**config.mk**
```make
export PLATFORM = sky130hd
export DESIGN_NAME = ahb_matrix_3x1
export DESIGN_NICKNAME = d
export VERILOG_FILES = /design/src/ahb_pkg.sv /design/src/matrix_pkg.sv /design/src/ahb_addr_if.sv /design/src/ahb_input_stage.sv /design/src/ahb_output_arb.sv /design/src/ahb_output_stage.sv /design/src/ahb_matrix_3x1.sv
export VERILOG_INCLUDE_DIRS = /design/src
export SDC_FILE = /design/constraint.sdc
export NUM_CORES = 1
export LEC_CHECK = 0
export BUFFER_PORTS_ARGS = -buffer_cell sky130_fd_sc_hd__buf_4
export CAP_MARGIN = 20
export CORE_AREA = 2 2 171 173
export CTS_CLUSTER_SIZE = 40
export DETAILED_ROUTE_END_ITERATION = 16
export DIE_AREA = 0 0 173 175
export HOLD_SLACK_MARGIN = 0.02
export MAX_ROUTING_LAYER = met4
export SLEW_MARGIN = 20
export SYNTH_ARGS = -nofsm -noshare
export SYNTH_HDL_FRONTEND = slang
export SYNTH_HIERARCHICAL = 1
export SYNTH_SLANG_ARGS = --single-unit
```
**constraint.sdc**
```tcl
create_clock -name HCLK -period 3.5 [get_ports HCLK]
set_input_delay 0 -clock HCLK [delete_from_list [all_inputs] [get_ports HCLK]]
set_output_delay 0 -clock HCLK [all_outputs]
set_load 0.005 [all_outputs]
```
**src/matrix_defs.svh**
```systemverilog
`ifndef MATRIX_DEFS_SVH
`define MATRIX_DEFS_SVH

// --------------------
// Bus widths
// --------------------
`define MATRIX_ADDR_W    32     // HADDR width
`define MATRIX_DATA_W    32     // HWDATA and HRDATA width

// --------------------
// Matrix size
// --------------------
// Fixed by the arbiter decode
`define MATRIX_NUM_PORTS 3      // Master ports

`endif

```
**src/ahb_pkg.sv**
```systemverilog
`include "matrix_defs.svh"

package ahb_pkg;

    typedef logic [`MATRIX_ADDR_W-1:0] haddr_t;   // Byte address
    typedef logic [`MATRIX_DATA_W-1:0] hdata_t;   // Data bus word

    // Transfer type
    typedef logic [1:0] htrans_t;
    localparam htrans_t TRN_IDLE   = 2'b00;
    localparam htrans_t TRN_BUSY   = 2'b01;
    localparam htrans_t TRN_NONSEQ = 2'b10;       // First beat
    localparam htrans_t TRN_SEQ    = 2'b11;       // Later beats

    // Burst type
    typedef logic [2:0] hburst_t;
    localparam hburst_t BUR_SINGLE = 3'b000;
    localparam hburst_t BUR_INCR   = 3'b001;      // Undefined length
    localparam hburst_t BUR_WRAP4  = 3'b010;
    localparam hburst_t BUR_INCR4  = 3'b011;
    localparam hburst_t BUR_WRAP8  = 3'b100;
    localparam hburst_t BUR_INCR8  = 3'b101;
    localparam hburst_t BUR_WRAP16 = 3'b110;
    localparam hburst_t BUR_INCR16 = 3'b111;

    typedef logic [2:0] hsize_t;                  // Bytes as a power of two

    // Response
    typedef logic hresp_t;
    localparam hresp_t RESP_OKAY  = 1'b0;
    localparam hresp_t RESP_ERROR = 1'b1;

endpackage

```
**src/matrix_pkg.sv**
```systemverilog
package matrix_pkg;

    // Master port number 0 to 2
    typedef logic [1:0] port_idx_t;

    // Beats left in a fixed-length burst
    typedef logic [3:0] burst_cnt_t;

    // Input stage FSM
    typedef enum logic {
        IN_PASS,    // Live transfer goes straight through
        IN_HELD     // Captured, waiting for grant
    } in_state_t;

endpackage

```
**src/ahb_addr_if.sv**
```systemverilog
`timescale 1ns/1ps

interface ahb_addr_if
    import ahb_pkg::*;
();

    logic    req;           // Stage wants the slave
    haddr_t  haddr;
    htrans_t htrans;
    hburst_t hburst;
    logic    hwrite;
    hsize_t  hsize;
    logic    hmastlock;
    logic    active;        // Held or live transfer, the port's HSELM

    // Back from the output stage
    logic    grant;         // Port owns the slave address phase
    logic    hready;        // Slave HREADY

    modport source (
        output req, haddr, htrans, hburst, hwrite, hsize, hmastlock, active,
        input  grant, hready
    );

    modport sink (
        input  req, haddr, htrans, hburst, hwrite, hsize, hmastlock, active,
        output grant, hready
    );

endinterface

```
**src/ahb_input_stage.sv**
```systemverilog
`timescale 1ns/1ps

module ahb_input_stage
    import ahb_pkg::*;
    import matrix_pkg::*;
(
    input  logic       HCLK,
    input  logic       HRESETn,

    // Master address phase
    input  haddr_t     i_haddr,
    input  htrans_t    i_htrans,
    input  hburst_t    i_hburst,
    input  logic       i_hwrite,
    input  hsize_t     i_hsize,
    input  logic       i_hmastlock,
    input  logic       i_hready_in,     // Routed data-phase ready for this master

    output logic       o_hready_stall,  // Low while a transfer waits for grant

    ahb_addr_if.source addr
);

    in_state_t state_q;
    in_state_t state_d;

    // Captured address phase
    haddr_t    haddr_q;
    htrans_t   htrans_q;
    hburst_t   hburst_q;
    logic      hwrite_q;
    hsize_t    hsize_q;
    logic      hmastlock_q;

    logic      held;
    logic      live_xfer;   // Master presents NONSEQ or SEQ this cycle
    logic      accept;      // Slave takes our address phase now
    logic      capture;

    assign held      = (state_q == IN_HELD);
    assign live_xfer = i_hready_in && ((i_htrans == TRN_NONSEQ) || (i_htrans == TRN_SEQ));
    assign accept    = addr.grant && addr.hready;
    assign capture   = !held && live_xfer && !accept;  // No grant or slave stalled

    // --------------------
    // FSM
    // --------------------
    always_comb begin
        state_d = state_q;
        case (state_q)
            IN_PASS: begin
                if (capture)
                    state_d = IN_HELD;
            end
            IN_HELD: begin
                if (accept)
                    state_d = IN_PASS;      // Held transfer issued
            end
            default: state_d = IN_PASS;
        endcase
    end

    always_ff @(posedge HCLK) begin
        if (!HRESETn)
            state_q <= IN_PASS;
        else
            state_q <= state_d;
    end

    // Payload only, valid while held
    always_ff @(posedge HCLK) begin
        if (capture) begin
            haddr_q     <= i_haddr;
            htrans_q    <= i_htrans;
            hburst_q    <= i_hburst;
            hwrite_q    <= i_hwrite;
            hsize_q     <= i_hsize;
            hmastlock_q <= i_hmastlock;
        end
    end

    // --------------------
    // Towards output stage
    // --------------------
    assign addr.haddr     = held ? haddr_q     : i_haddr;
    assign addr.htrans    = held ? htrans_q    : i_htrans;
    assign addr.hburst    = held ? hburst_q    : i_hburst;
    assign addr.hwrite    = held ? hwrite_q    : i_hwrite;
    assign addr.hsize     = held ? hsize_q     : i_hsize;
    assign addr.hmastlock = held ? hmastlock_q : i_hmastlock;

    assign addr.active = held || (i_htrans != TRN_IDLE);
    assign addr.req    = held || (i_htrans == TRN_NONSEQ);  // New transfer or held one

    // Master waits while held
    assign o_hready_stall = !held;

endmodule

```
**src/ahb_output_arb.sv**
```systemverilog
`timescale 1ns/1ps

module ahb_output_arb
    import ahb_pkg::*;
    import matrix_pkg::*;
(
    input  logic       HCLK,
    input  logic       HRESETn,

    input  logic [2:0] i_req,           // One per input stage
    input  logic       i_hready,        // Slave HREADY

    // Muxed address phase of the current owner
    input  logic       i_hsel,
    input  htrans_t    i_htrans,
    input  hburst_t    i_hburst,
    input  logic       i_hmastlock,

    output port_idx_t  o_addr_in_port,  // Owner of the address phase
    output logic       o_no_port        // Nobody wants the slave
);

    burst_cnt_t burst_cnt_q;
    burst_cnt_t burst_cnt_d;
    logic       burst_hold_q;           // Registered decode of a running burst
    logic       burst_hold_d;

    port_idx_t  port_q;
    port_idx_t  port_d;
    logic       no_port_q;
    logic       no_port_d;
    logic       owner_busy;             // Owner still has a real transfer

    // --------------------
    // Burst counter
    // --------------------
    always_comb begin
        burst_cnt_d  = burst_cnt_q;
        burst_hold_d = burst_hold_q;
        if (i_hready) begin
            if (!i_hsel) begin
                burst_cnt_d  = '0;      // Deselected mid-burst
                burst_hold_d = 1'b0;
            end else begin
                case (i_htrans)
                    TRN_NONSEQ: begin
                        burst_hold_d = 1'b1;
                        case (i_hburst)
                            BUR_WRAP16, BUR_INCR16: burst_cnt_d = 4'd15;
                            BUR_WRAP8, BUR_INCR8:   burst_cnt_d = 4'd7;
                            BUR_WRAP4, BUR_INCR4:   burst_cnt_d = 4'd3;
                            default: begin
                                burst_cnt_d  = '0;     // SINGLE or INCR
                                burst_hold_d = 1'b0;
                            end
                        endcase
                    end
                    TRN_SEQ: begin
                        if (burst_cnt_q != '0)
                            burst_cnt_d = burst_cnt_q - 1'b1;
                        if (burst_cnt_q == 4'd1)
                            burst_hold_d = 1'b0;       // Last beat
                    end
                    TRN_BUSY: burst_cnt_d = burst_cnt_q;   // Pause
                    default: begin
                        burst_cnt_d  = '0;     // IDLE ends it
                        burst_hold_d = 1'b0;
                    end
                endcase
            end
        end
    end

    always_ff @(posedge HCLK) begin
        if (!HRESETn) begin
            burst_cnt_q  <= '0;
            burst_hold_q <= 1'b0;
        end else begin
            burst_cnt_q  <= burst_cnt_d;
            burst_hold_q <= burst_hold_d;
        end
    end

    // --------------------
    // Port selection
    // --------------------
    // Port 0 wins, then 1, then 2
    assign owner_busy = i_hsel && (i_htrans != TRN_IDLE);

    always_comb begin
        port_d    = port_q;
        no_port_d = 1'b0;
        if (i_hmastlock || burst_hold_d) begin
            port_d = port_q;                        // Locked or mid-burst
        end else if (i_req[0] || (owner_busy && (port_q == 2'd0))) begin
            port_d = 2'd0;
        end else if (i_req[1] || (owner_busy && (port_q == 2'd1))) begin
            port_d = 2'd1;
        end else if (i_req[2] || (owner_busy && (port_q == 2'd2))) begin
            port_d = 2'd2;
        end else if (!i_hsel) begin
            no_port_d = 1'b1;
        end
        // Otherwise park on the selected owner
    end

    always_ff @(posedge HCLK) begin
        if (!HRESETn) begin
            port_q    <= 2'd0;
            no_port_q <= 1'b1;
        end else if (i_hready) begin
            port_q    <= port_d;
            no_port_q <= no_port_d;
        end
    end

    assign o_addr_in_port = port_q;
    assign o_no_port      = no_port_q;

endmodule

```
**src/ahb_output_stage.sv**
```systemverilog
`timescale 1ns/1ps
`include "matrix_defs.svh"

module ahb_output_stage
    import ahb_pkg::*;
    import matrix_pkg::*;
(
    input  logic     HCLK,
    input  logic     HRESETn,

    ahb_addr_if.sink port0,
    ahb_addr_if.sink port1,
    ahb_addr_if.sink port2,

    // Master data phase
    output hdata_t   o_hrdata_m [`MATRIX_NUM_PORTS],
    output logic     o_hready_m [`MATRIX_NUM_PORTS],
    output hresp_t   o_hresp_m  [`MATRIX_NUM_PORTS],
    input  hdata_t   i_hwdata_m [`MATRIX_NUM_PORTS],

    // Shared slave
    output haddr_t   o_haddr,
    output htrans_t  o_htrans,
    output hburst_t  o_hburst,
    output logic     o_hwrite,
    output hsize_t   o_hsize,
    output logic     o_hmastlock,
    output logic     o_hsel,
    output hdata_t   o_hwdata,
    input  hdata_t   i_hrdata,
    input  logic     i_hreadyout,
    input  hresp_t   i_hresp
);

    localparam int NP = `MATRIX_NUM_PORTS;

    logic [NP-1:0] req;
    logic [NP-1:0] active;
    haddr_t        haddr_a  [NP];
    htrans_t       htrans_a [NP];
    hburst_t       hburst_a [NP];
    logic          hwrite_a [NP];
    hsize_t        hsize_a  [NP];
    logic          lock_a   [NP];

    port_idx_t     addr_port;   // Address phase owner
    logic          no_port;
    port_idx_t     data_port;   // Data phase owner
    logic          data_act;    // Data phase carries a real transfer

    // Gather the stages
    assign req      = {port2.req, port1.req, port0.req};
    assign active   = {port2.active, port1.active, port0.active};
    assign haddr_a  = '{port0.haddr, port1.haddr, port2.haddr};
    assign htrans_a = '{port0.htrans, port1.htrans, port2.htrans};
    assign hburst_a = '{port0.hburst, port1.hburst, port2.hburst};
    assign hwrite_a = '{port0.hwrite, port1.hwrite, port2.hwrite};
    assign hsize_a  = '{port0.hsize, port1.hsize, port2.hsize};
    assign lock_a   = '{port0.hmastlock, port1.hmastlock, port2.hmastlock};

    assign port0.grant  = !no_port && (addr_port == 2'd0);
    assign port1.grant  = !no_port && (addr_port == 2'd1);
    assign port2.grant  = !no_port && (addr_port == 2'd2);
    assign port0.hready = i_hreadyout;
    assign port1.hready = i_hreadyout;
    assign port2.hready = i_hreadyout;

    // --------------------
    // Address phase mux
    // --------------------
    assign o_haddr     = haddr_a[addr_port];
    assign o_hburst    = hburst_a[addr_port];
    assign o_hwrite    = hwrite_a[addr_port];
    assign o_hsize     = hsize_a[addr_port];
    assign o_hsel      = !no_port && active[addr_port];
    assign o_htrans    = no_port ? TRN_IDLE : htrans_a[addr_port];
    assign o_hmastlock = !no_port && lock_a[addr_port];

    ahb_output_arb ahb_output_arb_inst (
        .HCLK           (HCLK),
        .HRESETn        (HRESETn),
        .i_req          (req),
        .i_hready       (i_hreadyout),
        .i_hsel         (o_hsel),
        .i_htrans       (o_htrans),
        .i_hburst       (o_hburst),
        .i_hmastlock    (o_hmastlock),
        .o_addr_in_port (addr_port),
        .o_no_port      (no_port)
    );

    // --------------------
    // Data phase routing
    // --------------------
    always_ff @(posedge HCLK) begin
        if (!HRESETn) begin
            data_port <= 2'd0;
            data_act  <= 1'b0;
        end else if (i_hreadyout) begin
            data_port <= addr_port;
            data_act  <= o_hsel && o_htrans[1];     // NONSEQ or SEQ
        end
    end

    assign o_hwdata = i_hwdata_m[data_port];

    always_comb begin
        for (int n = 0; n < NP; n++) begin
            o_hrdata_m[n] = i_hrdata;
            o_hready_m[n] = 1'b1;       // No data phase here
            o_hresp_m[n]  = RESP_OKAY;
            if (data_act && (data_port == port_idx_t'(n))) begin
                o_hready_m[n] = i_hreadyout;
                o_hresp_m[n]  = i_hresp;
            end
        end
    end

endmodule

```
**src/ahb_matrix_3x1.sv**
```systemverilog
`timescale 1ns/1ps
`include "matrix_defs.svh"

module ahb_matrix_3x1
    import ahb_pkg::*;
(
    input  logic    HCLK,
    input  logic    HRESETn,

    // Master 0
    input  haddr_t  i_haddr_m0,
    input  htrans_t i_htrans_m0,
    input  hburst_t i_hburst_m0,
    input  logic    i_hwrite_m0,
    input  hsize_t  i_hsize_m0,
    input  logic    i_hmastlock_m0,
    input  hdata_t  i_hwdata_m0,
    output hdata_t  o_hrdata_m0,
    output logic    o_hready_m0,
    output hresp_t  o_hresp_m0,

    // Master 1
    input  haddr_t  i_haddr_m1,
    input  htrans_t i_htrans_m1,
    input  hburst_t i_hburst_m1,
    input  logic    i_hwrite_m1,
    input  hsize_t  i_hsize_m1,
    input  logic    i_hmastlock_m1,
    input  hdata_t  i_hwdata_m1,
    output hdata_t  o_hrdata_m1,
    output logic    o_hready_m1,
    output hresp_t  o_hresp_m1,

    // Master 2
    input  haddr_t  i_haddr_m2,
    input  htrans_t i_htrans_m2,
    input  hburst_t i_hburst_m2,
    input  logic    i_hwrite_m2,
    input  hsize_t  i_hsize_m2,
    input  logic    i_hmastlock_m2,
    input  hdata_t  i_hwdata_m2,
    output hdata_t  o_hrdata_m2,
    output logic    o_hready_m2,
    output hresp_t  o_hresp_m2,

    // Slave
    output haddr_t  o_haddr,
    output htrans_t o_htrans,
    output hburst_t o_hburst,
    output logic    o_hwrite,
    output hsize_t  o_hsize,
    output logic    o_hmastlock,
    output logic    o_hsel,
    output hdata_t  o_hwdata,
    input  hdata_t  i_hrdata,
    input  logic    i_hreadyout,
    input  hresp_t  i_hresp
);

    hdata_t hrdata_m [`MATRIX_NUM_PORTS];
    logic   hready_m [`MATRIX_NUM_PORTS];   // Routed data-phase ready
    hresp_t hresp_m  [`MATRIX_NUM_PORTS];
    hdata_t hwdata_m [`MATRIX_NUM_PORTS];
    logic [`MATRIX_NUM_PORTS-1:0] stall_rdy;  // Low while a stage holds

    ahb_addr_if addr0_if ();
    ahb_addr_if addr1_if ();
    ahb_addr_if addr2_if ();

    ahb_input_stage ahb_input_stage_inst0 (
        .HCLK           (HCLK),
        .HRESETn        (HRESETn),
        .i_haddr        (i_haddr_m0),
        .i_htrans       (i_htrans_m0),
        .i_hburst       (i_hburst_m0),
        .i_hwrite       (i_hwrite_m0),
        .i_hsize        (i_hsize_m0),
        .i_hmastlock    (i_hmastlock_m0),
        .i_hready_in    (hready_m[0]),
        .o_hready_stall (stall_rdy[0]),
        .addr           (addr0_if)
    );

    ahb_input_stage ahb_input_stage_inst1 (
        .HCLK           (HCLK),
        .HRESETn        (HRESETn),
        .i_haddr        (i_haddr_m1),
        .i_htrans       (i_htrans_m1),
        .i_hburst       (i_hburst_m1),
        .i_hwrite       (i_hwrite_m1),
        .i_hsize        (i_hsize_m1),
        .i_hmastlock    (i_hmastlock_m1),
        .i_hready_in    (hready_m[1]),
        .o_hready_stall (stall_rdy[1]),
        .addr           (addr1_if)
    );

    ahb_input_stage ahb_input_stage_inst2 (
        .HCLK           (HCLK),
        .HRESETn        (HRESETn),
        .i_haddr        (i_haddr_m2),
        .i_htrans       (i_htrans_m2),
        .i_hburst       (i_hburst_m2),
        .i_hwrite       (i_hwrite_m2),
        .i_hsize        (i_hsize_m2),
        .i_hmastlock    (i_hmastlock_m2),
        .i_hready_in    (hready_m[2]),
        .o_hready_stall (stall_rdy[2]),
        .addr           (addr2_if)
    );

    ahb_output_stage ahb_output_stage_inst (
        .HCLK        (HCLK),
        .HRESETn     (HRESETn),
        .port0       (addr0_if),
        .port1       (addr1_if),
        .port2       (addr2_if),
        .o_hrdata_m  (hrdata_m),
        .o_hready_m  (hready_m),
        .o_hresp_m   (hresp_m),
        .i_hwdata_m  (hwdata_m),
        .o_haddr     (o_haddr),
        .o_htrans    (o_htrans),
        .o_hburst    (o_hburst),
        .o_hwrite    (o_hwrite),
        .o_hsize     (o_hsize),
        .o_hmastlock (o_hmastlock),
        .o_hsel      (o_hsel),
        .o_hwdata    (o_hwdata),
        .i_hrdata    (i_hrdata),
        .i_hreadyout (i_hreadyout),
        .i_hresp     (i_hresp)
    );

    assign hwdata_m = '{i_hwdata_m0, i_hwdata_m1, i_hwdata_m2};

    // Master HREADY is low on a held transfer or a waited data phase
    assign o_hready_m0 = hready_m[0] && stall_rdy[0];
    assign o_hready_m1 = hready_m[1] && stall_rdy[1];
    assign o_hready_m2 = hready_m[2] && stall_rdy[2];

    assign o_hrdata_m0 = hrdata_m[0];
    assign o_hrdata_m1 = hrdata_m[1];
    assign o_hrdata_m2 = hrdata_m[2];
    assign o_hresp_m0  = hresp_m[0];
    assign o_hresp_m1  = hresp_m[1];
    assign o_hresp_m2  = hresp_m[2];

endmodule

```
==> impl_metrics.toml, run 1 <==
[run_status]
outcome = "finished clean"

[floorplan]
dieArea_sq_um = 30280
row_count = 62
io-pin-count = 435
fp.dieW_um = 173
design.core.area_sq_um = 28390
die_h_um = 175
start_util_pct = 32.32

[placed_design]
dpl.hpwl_mm = 22.02
dp.cells = 1313
gp_congestion = 0.8358
port_buffers = 306

[sta]
setup_tns_ns = 0
fin_hold_ws_ns = 0.2798
setup_viol = 0
finClkSkew_ns = 0.01150
rsz0062_at_grt = "false"
fin_crit_sh_pct = 78.13
finalMaxSlewViolations = 0
worst_pin_slew_ns = 0.5924
hold_violations = 0
timing.fmax_mhz = 365.7
fin_crit_ns = 2.735
slew_headroom_pct = 60.09

[worst_setup_path]
cp_slowest_cell = "and2b_2"
end_kind = "flip-flop"
worstPathMaxFanout = 29
required_ns = 3.81
critPathKind = "reg -> reg"
r2r_slack_ns = 0.77
crit_top_cell = "nand3_1"
slowest_delay_ns = 0.56
path_cells = "and2b_2, buf_4, nand2_1, a21oi_1, nor2_1, nand3_1, nand3_1, dlygate4sd3_1"
reg2reg_depth = 8
critical_path_arrival_ns = 3.05
critPathLaunchType = "flip-flop"

[detailed_routing]
ant_nets = 0
drt_iter0_markers = 354
detail_route.wl_per_cell_um = 19.77
viasPerCell = 4.641
remaining_drc_errors = 0
num_vias = 6999
wl_mm = 29.81
first_pass_iters = 4

[pwr]
leakage_nw = 5.287
seqPwrFrac_pct = 39.6
power_density_nw_per_um2 = 387.8
p_int_mw = 3.743
switching_share_pct = 26.58
ir_drop_v = 0.0002932
p_switching_mw = 1.355
pwr-share-comb_pct = 24.5
clkPwrFrac_pct = 35.9

[worst_hold_path]
hold_path_class = "in -> out"
worstHoldStart = "i_hwdata_m2[3]"
hold_depth = 4
holdPathEnd = "o_hwdata[3]"

[clocking]
cts_tree = "done"
cts.htree.levels = 4
cts_resized = 0
cts.path.max_buffers = 2
cts-root-buf = "clkbuf_16"
cts_sinks = 140
cts_buffers = 17
clock_latency_ns = 0.42
clkTransAtPathRegs_ns = 0.07
post-cts-setup-buffers = 0

[synth]
yosysTopAreaCellShare_pct = 41.23
synth.area.top_cells = "edfxtp_1 (41%), mux2_4 (18%), buf_4 (9.0%)"
synthFlopType = "edfxtp_1"
async_flop_share_pct = 0
synth-edff-count = 126
avgSynthCellArea_sq_um = 12.19
synthDistinctLibCells = 49
synthCells = 753
synth_top_cell_by_area = "edfxtp_1"
synth_fp_nets = 1013
yosysSeqAreaShare_pct = 44.28
synth_seq_cells = 140
netlist_area_sq_um = 9178
ys.warnings.count = 6

[layout]
drive_above_1_share_pct = 43.76
layoutNonFillerInstCount = 1508
area_delta_synth_final_pct = 43.26
nets = 1369

[grt]
grt_max_degree = 53
grt.overflow.total = 0
grt_pass1_wl_mm = 44.01
track_usage_pct = 19.54
grt_pass1_vias = 7405
antenna_found_initial = 1

[flow_run]
max_cap_viol_count = 0
sequential cells by signal, indices dropped and copies added, names as in the netlist, 3 cells and up:
signal,cells
ahb_input_stage_inst2/hsize_q,3
ahb_output_stage_inst/ahb_output_arb_inst/burst_cnt_q,4
ahb_input_stage_inst0/hburst_q,3
ahb_input_stage_inst0/haddr_q,32
ahb_input_stage_inst1/hsize_q,3
ahb_input_stage_inst1/haddr_q,32
ahb_input_stage_inst2/hburst_q,3
ahb_input_stage_inst1/hburst_q,3
ahb_input_stage_inst0/hsize_q,3
ahb_input_stage_inst2/haddr_q,32
cells in the final DEF (no fill, tap or decap), types with 3 or more instances in the layout:
cell type	synthesis	routed
clkbuf_16	0	17
nand2_1	96	96
o21ai_0	82	82
nand3_1	3	3
inv_1	11	11
or3_1	3	3
dfxtp_4	0	4
and3b_1	3	3
a211oi_1	3	3
edfxtp_1	126	126
dfxtp_1	14	8
nor2_1	8	8
nor3_1	8	8
nor2b_1	6	5
o21ai_1	3	3
dlygate4sd3_1	0	161
mux2i_1	80	80
and4_2	0	3
buf_4	110	318
clkinv_4	0	3
mux2_2	13	13
inv_6	0	4
a21oi_1	5	5
clkinvlp_4	0	3
and2_1	3	3
mux2_4	111	111
per-layer routing:
| metal | routed length [um] | GRT usage [%] |
|---|---|---|
| met3 | 1674 | 4.221 |
| met2 | 14420 | 31.85 |
| met1 | 13320 | 25.05 |
| met4 | 393 | 4.131 |
| met5 | 0 | - |
power by group through the flow:
stage | sequential [mW] | clock [mW] | combinational (mW)
6_report | 2.02 | 1.83 | 1.25
5_1_grt | 2.03 | 1.93 | 1.33
4_1_cts | 2.02 | 1.85 | 1.25
3_5_place_dp | 2.06 | 0 | 1.07
3_3_place_gp | 2.05 | 0 | 1.07
2_1_floorplan | 2.00 | 0 | 0.691
worst max path at each step:
stage | from | end | depth (start not counted)
3_3_place_gp | flip-flop | flip-flop | 7
4_1_cts | flip-flop | flip-flop | 8
6_report | flip-flop | flip-flop | 8
2_1_floorplan | flip-flop | ahb_input_stage_inst2/haddr_q[0]$_DFFE_PP_ | 7
3_5_place_dp | flip-flop | flip-flop | 7
5_1_grt | flip-flop | flip-flop | 7
worst max-delay path: cells and delay by family, from the launching register on:
kind	cells	cell delay, ns
buffers and inverters	2	0.90
AND/OR/NAND/NOR	5	0.90
AO/OA/AOI/OAI	1	0.32
flip-flops	1	0.51
per-stage QoR:
step	total power [mW]	cell area (sq um)	setup slack, ns	util [%]
2_1_floorplan	2.694	9178	0.8651	-
3_3_place_gp	3.117	10940	0.8618	38.53
3_5_place_dp	3.126	10940	0.8002	38.53
4_1_cts	5.128	13140	0.7484	46.29
5_1_grt	5.293	13150	0.5550	46.30
6_report	5.098	13150	0.7654	46.31
what timing repair did:
| action | in CTS | in global routing |
|---|---|---|
| hold buffers | 161 | 0 |
| endpoints found under the setup margin | 0 | 0 |
| hold endpoints to repair | 236 | 0 |
cell usage after synthesis, types with 5 or more instances:
cell,n
mux2_4,111
mux2_2,13
dfxtp_1,14
nor2b_1,6
o21ai_0,82
buf_4,110
a21oi_1,5
buf_2,11
nor2_1,8
inv_1,11
nand2_1,96
mux2i_1,80
buf_12,9
nor3_1,8
edfxtp_1,126
clkbuf_1,7
kinds of logic (layout without fill, tap and decap cells):
group           after synthesis  after routing  share of synthesized area (%)
mux                         205            205                          28.60
fa+ha+maj                     2              2                         0.2726
buf+inv                     155            524                          13.20
simple gates                149            149                          7.594
compound gates              102            102                          6.053
other cells                   0              2                              0
flops                       140            140                          44.28
layout make-up:
class / count / area, sq um
timing repair buffer: 481 / 4039
antenna: 2 / 5.005
clock buffer: 17 / 425.4
inverter: 11 / 41.29
tap: 384 / 480.5
sequential: 140 / 4081
fill: 2615 / 15240
clock inverter: 15 / 165.2
multi-input combinational: 458 / 3910
(Power assumes the default switching activity.)
==> run 2: changes to the inputs <==
--- a/config.mk
+++ b/config.mk
@@ -6,6 +6,7 @@
 export SDC_FILE = /design/constraint.sdc
 export NUM_CORES = 1
 export LEC_CHECK = 0
+export ABC_AREA = 1
 export BUFFER_PORTS_ARGS = -buffer_cell sky130_fd_sc_hd__buf_4
 export CAP_MARGIN = 20
 export CORE_AREA = 2 2 171 173
==> constraint.sdc (replaced) <==
create_clock -name HCLK -period 2.6 [get_ports HCLK]
set_input_delay 0 -clock HCLK [delete_from_list [all_inputs] [get_ports HCLK]]
set_output_delay 0 -clock HCLK [all_outputs]
set_load 0.005 [all_outputs]
==> run 2 against run 1 <==
  * Clock skew up 0.0077 ns
  * Core utilization down 1.6 points
  * Total power up 41%
  * Clock power up 37%
  * Worst setup slack worse by 0.42 ns
  * Largest power group unchanged
==> impl_metrics.toml, run 2 <==
[placed_design]
gp_congestion = 0.9197
placed_cell_area_sq_um = 10490
dpl.hpwl_mm = 23.78
port_buffers = 306

[layout]
top_regs = "ahb_input_stage_inst0/haddr_q (32), ahb_input_stage_inst1/haddr_q (32), ahb_input_stage_inst2/haddr_q (32)"
final_common_cell = "nand2_1"
layout_common_cells = "nand2_1 (597), buf_4 (322), dlygate4sd3_1 (161)"
drive_above_1_share_pct = 26.13
final_cell_area_sq_um = 12710
area_delta_synth_final_pct = 46.47
nets = 1732

[pwr]
ir_drop_v = 0.0003819
leakage_nw = 5.967
power_density_nw_per_um2 = 566.5

[synth]
synthCells = 1120
netlist_area_sq_um = 8675
synthDistinctLibCells = 31
synth_fp_nets = 1380
synth_top_cell_by_area = "edfxtp_1"
avgSynthCellArea_sq_um = 7.745
ys.warnings.count = 6
async_flop_share_pct = 0
yosysSeqAreaShare_pct = 46.85
yosysTopAreaCellShare_pct = 43.62
synth-edff-count = 126
synth_seq_cells = 140
synth.most_common_cell = "nand2_1"
synthFlopType = "edfxtp_1"
synth_commonest_cells = "nand2_1 (597), edfxtp_1 (126), nand3_1 (122), buf_4 (116), inv_1 (27)"
synth.area.top_cells = "edfxtp_1 (44%), nand2_1 (26%), buf_4 (10%)"

[grt]
antenna_found_initial = 2
grt_pass1_vias = 8247
grt_max_degree = 43
grt_pass1_wl_mm = 47.88
grt.overflow.total = 0
track_usage_pct = 21.20

[floorplan]
row_count = 62
die_h_um = 175
dieArea_sq_um = 30280
io-pin-count = 435
start_util_pct = 30.55
fp.dieW_um = 173
design.core.area_sq_um = 28390

[detailed_routing]
wl_mm = 32.51
remaining_drc_errors = 0
drt_iter0_markers = 752
viasPerCell = 4.557
ant_nets = 0
detail_route.wl_per_cell_um = 17.38
first_pass_iters = 7
num_vias = 8527

[run_status]
outcome = "finished clean"

[clocking]
cts_sinks = 140
cts_buffers = 17
cts_resized = 0
cts_tree = "done"
cts-root-buf = "clkbuf_16"
clkTransAtPathRegs_ns = 0.06
cts.path.max_buffers = 2
clock_latency_ns = 0.42
cts.htree.levels = 4

[worst_hold_path]
hold_path_class = "in -> out"

[sta]
setup_tns_ns = 0
timing.fmax_mhz = 443.4
setup_viol = 0
worst_pin_slew_ns = 0.4437
slew_headroom_pct = 70.11
fin_crit_sh_pct = 86.73
fin_crit_ns = 2.255
finalMaxSlewViolations = 0
fin_hold_ws_ns = 0.2716
finClkSkew_ns = 0.01922
hold_violations = 0
rsz0062_at_grt = "false"

[worst_setup_path]
critical_path_arrival_ns = 2.56
worstPathMaxFanout = 28
critPathKind = "reg -> reg"
end_kind = "flip-flop"
critPathLaunchType = "flip-flop"
required_ns = 2.91

[flow_run]
max_cap_viol_count = 0
==> run 2: cell types whose count changed in the layout (fill, tap and decap cells not counted), moves of 6 or more <==
cell and delta:
a21oi_1 +8, inv_1 +16, mux2_2 -13, mux2_4 -111, mux2i_1 -80, nand2_1 +501, nand3_1 +119, nor2_1 +7
nor2_4 +6, o21ai_0 -71
==> run 2: layer usage <==
| metal | track usage [%] | part of all wire (%) |
|---|---|---|
| met5 | - | 0 |
| met3 | 5.440 | 7.3 |
| met4 | 6.038 | 1.9 |
| met2 | 34.42 | 48 |
| met1 | 26.14 | 42 |
==> run 2: path summary, 6_finish.rpt <==
kind                            depth (start not counted)                                  start  slack (ns)           end
worst max register to register                         14  ahb_input_stage_inst0/held$_SDFF_PN0_        0.34     flip-flop
worst min-delay path                                    4                        i_hwdata_m1[18]        0.27  o_hwdata[18]
worst max-delay path                                   14  ahb_input_stage_inst0/held$_SDFF_PN0_        0.34     flip-flop
worst min register to register                          2                              flip-flop        0.50     flip-flop
==> run 2: worst max-delay path, stage by stage (launching register included) <==
cell and delay [ns]:
dfxtp_2 0.61, inv_6 0.13, buf_4 0.28, nand2_1 0.10
nand2_1 0.05, nand2_1 0.07, nand3_1 0.15, o21ai_2 0.20
nand2_2 0.07, nand2_2 0.08, nand3_4 0.08, nor2_4 0.14
nand2_1 0.06, nand2_1 0.07, nor2_2 0.03
==> run 2: area by class of cell <==
type,instances,area (sq um)
inverters,35,146.4
multi-input cells,793,3338
clock buffers,19,432.9
clock inverters,13,165.2
repair buffers,485,4069
diodes,2,5.005
fillers,2804,15690
flip-flops and latches,140,4069
well taps,384,480.5
==> run 2: kinds of logic after synthesis <==
group | after synthesis | synth area share [%]
simple gates | 758 | 35.44
fa+ha+maj | 2 | 0.2884
xor+xnor | 2 | 0.2020
compound gates | 31 | 2.207
buf+inv | 187 | 15.02
flops | 140 | 46.85
==> run 2: what timing repair did <==
action,4_1_cts,5_1_grt
hold buffers,161,0
setup buffers,0,0
hold endpoints to repair,236,0
==> run 2: where the power goes <==
group,total (mW),internal (mW),switching [mW],leakage [nW]
Sequential,2.71,2.63,0.0806,1.31
Clock,2.51,1.52,0.989,0.292
Combinational,1.98,0.927,1.05,4.36
==> run 2: metrics by stage <==
step / instances / worst slack [ns] / total power, mW / utilization (%)
after floorplan: 1120 / 0.2486 / 3.712 / -
after global placement: 1676 / 0.3979 / 4.479 / 36.95
after detailed placement: 1676 / 0.3678 / 4.489 / 36.95
after CTS: 1869 / 0.3534 / 7.235 / 44.73
after global routing: 1871 / 0.1373 / 7.525 / 44.75
final: 1871 / 0.3449 / 7.198 / 44.75
==> run 3: changes to the inputs <==
==> constraint.sdc (replaced) <==
create_clock -name HCLK -period 2.5 [get_ports HCLK]
set_input_delay 0.125 -clock HCLK [delete_from_list [all_inputs] [get_ports HCLK]]
set_output_delay 0.125 -clock HCLK [all_outputs]
set_load 0.005 [all_outputs]
==> run 3 against run 2 <==
  * Critical path depth down 8
  * Die area unchanged
  * Highest routed layer unchanged
  * First-iteration DRC count down 12%
  * Clock skew down 0.0096 ns
  * Register-to-register slack better by 0.09 ns
  * Global-route usage up 0.63 points
  * Flip-flop and latch count unchanged
  * Wire length up 0.74%
==> impl_metrics.toml, run 3 (synthesis gave the netlist of run 2 again) <==
[layout]
top_regs = "ahb_input_stage_inst0/haddr_q (32), ahb_input_stage_inst1/haddr_q (32), ahb_input_stage_inst2/haddr_q (32)"
final_common_cell = "nand2_1"
drive_above_1_share_pct = 26.67
nets = 1702
area_delta_synth_final_pct = 42.07
layout_common_cells = "nand2_1 (597), buf_4 (327), dlygate4sd3_1 (127)"
final_cell_area_sq_um = 12320

[grt]
track_usage_pct = 21.84
grt_max_degree = 43
grt_pass1_vias = 8510
grt_pass1_wl_mm = 49.29
grt.overflow.total = 0
antenna_found_initial = 3

[detailed_routing]
remaining_drc_errors = 0
num_vias = 8507
first_pass_iters = 6
viasPerCell = 4.618
drt_iter0_markers = 660
detail_route.wl_per_cell_um = 17.78
wl_mm = 32.75
ant_nets = 0

[worst_setup_path]
end_kind = "primary output"
critPathLaunchType = "flip-flop"
critical_path_arrival_ns = 2.11
worstPathMaxFanout = 33
cp-endpoint = "o_hsize[2]"
reg2reg_depth = 13
required_ns = 2.38
r2r_slack_ns = 0.43
critPathKind = "reg -> out"

[clocking]
cts_buffers = 17
clkTransAtPathRegs_ns = 0.06
cts_sinks = 140
clock_latency_ns = 0.43
cts_tree = "done"
cts.htree.levels = 4
cts.path.max_buffers = 2
cts_hold_buffers = 127
post-cts-setup-buffers = 0
cts-root-buf = "clkbuf_16"
cts_resized = 0

[sta]
setup_tns_ns = 0
fin_crit_sh_pct = 89.39
worst_pin_slew_ns = 0.4836
setup_viol = 0
finalMaxSlewViolations = 0
rsz0062_at_grt = "false"
timing.fmax_mhz = 447.5
fin_crit_ns = 2.235
slew_headroom_pct = 67.76
finClkSkew_ns = 0.009622
hold_violations = 0

[flow_run]
max_cap_viol_count = 0

[pwr]
leakage_nw = 5.802
power_density_nw_per_um2 = 585.2
ir_drop_v = 0.0003625

[placed_design]
placed_cell_area_sq_um = 10510
gp_congestion = 0.8591
port_buffers = 306
dpl.hpwl_mm = 23.63

[floorplan]
row_count = 62
io-pin-count = 435
design.core.area_sq_um = 28390
dieArea_sq_um = 30280
start_util_pct = 30.55
die_h_um = 175
fp.dieW_um = 173

[run_status]
outcome = "finished clean"

[worst_hold_path]
hold_path_class = "in -> reg"
## run 3: changes by cell type in the layout (fill, tap and decap cells not counted)
cell,delta
clkinvlp_4,+2
clkbuf_1,+1
bufinv_16,-2
buf_12,-1
inv_6,-3
dlygate4sd3_1,-34
buf_4,+5
clkinv_1,+3
diode_2,+1
clkinv_2,-1
## run 3: worst min path at each step
stage | slack (ns) | cells past startpoint | to | from
3_3_place_gp | 0.25 | 0 | o_hrdata_m1[16] | i_hrdata[16]
5_1_grt | 0.03 | 2 | ahb_output_stage_inst/data_port[0]$_SDFFE_PN0P_ | i_hreadyout
3_5_place_dp | 0.25 | 0 | o_hrdata_m1[16] | i_hrdata[16]
6_report | 0.04 | 2 | ahb_output_stage_inst/data_port[0]$_SDFFE_PN0P_ | i_hreadyout
4_1_cts | 0.02 | 2 | ahb_output_stage_inst/data_port[0]$_SDFFE_PN0P_ | i_hreadyout
2_1_floorplan | 0.21 | 1 | ahb_output_stage_inst/data_port[0]$_SDFFE_PN0P_ | i_hreadyout
## run 3: metrics by stage
| stage | setup slack (ns) | std cells | util, % | total power, mW | hold WS, ns |
|---|---|---|---|---|---|
| floorplan | 0.1486 | 1120 | - | 3.861 | 0.2144 |
| global placement | 0.4804 | 1680 | 37.01 | 4.675 | 0.2501 |
| detailed placement | 0.4626 | 1680 | 37.01 | 4.683 | 0.2501 |
| CTS | 0.2656 | 1839 | 43.38 | 7.239 | 0.02458 |
| global route | 0.1301 | 1842 | 43.41 | 7.547 | 0.03460 |
| finish | 0.2652 | 1842 | 43.41 | 7.212 | 0.04354 |
## run 3: cell type report
type                            instances  area (sq um)
Antenna cell                            3         7.507
Clock buffer                           20         436.7
Clock inverter                         12         100.1
Fill cell                            2932         16070
Inverter                               35         146.4
Multi-Input combinational cell        793          3338
Sequential cell                       140          4069
Tap cell                              384         480.5
Timing Repair Buffer                  455          3746
## run 3: per-layer routing
metal | vias up | part of all wire, % | track usage, %
li1 | 4132 | - | -
met1 | 3972 | 43 | 27.63
met2 | 326 | 47 | 33.98
met3 | 77 | 6.8 | 4.765
met4 | 0 | 3.2 | 8.863
met5 | - | 0 | -
## run 3: worst max-delay path, stage by stage, from the launching register on
cell     delay, ns
dfxtp_1       0.58
nand2_1       0.15
inv_2         0.16
buf_4         0.40
nand2_1       0.11
nand3_1       0.13
buf_4         0.13
## run 3: where the power goes
part	internal [mW]	leakage (nW)	switching [mW]	total [mW]
sequential	2.74	1.31	0.0637	2.80
clock	1.36	0.253	1.04	2.40
combinational	0.934	4.24	1.08	2.02
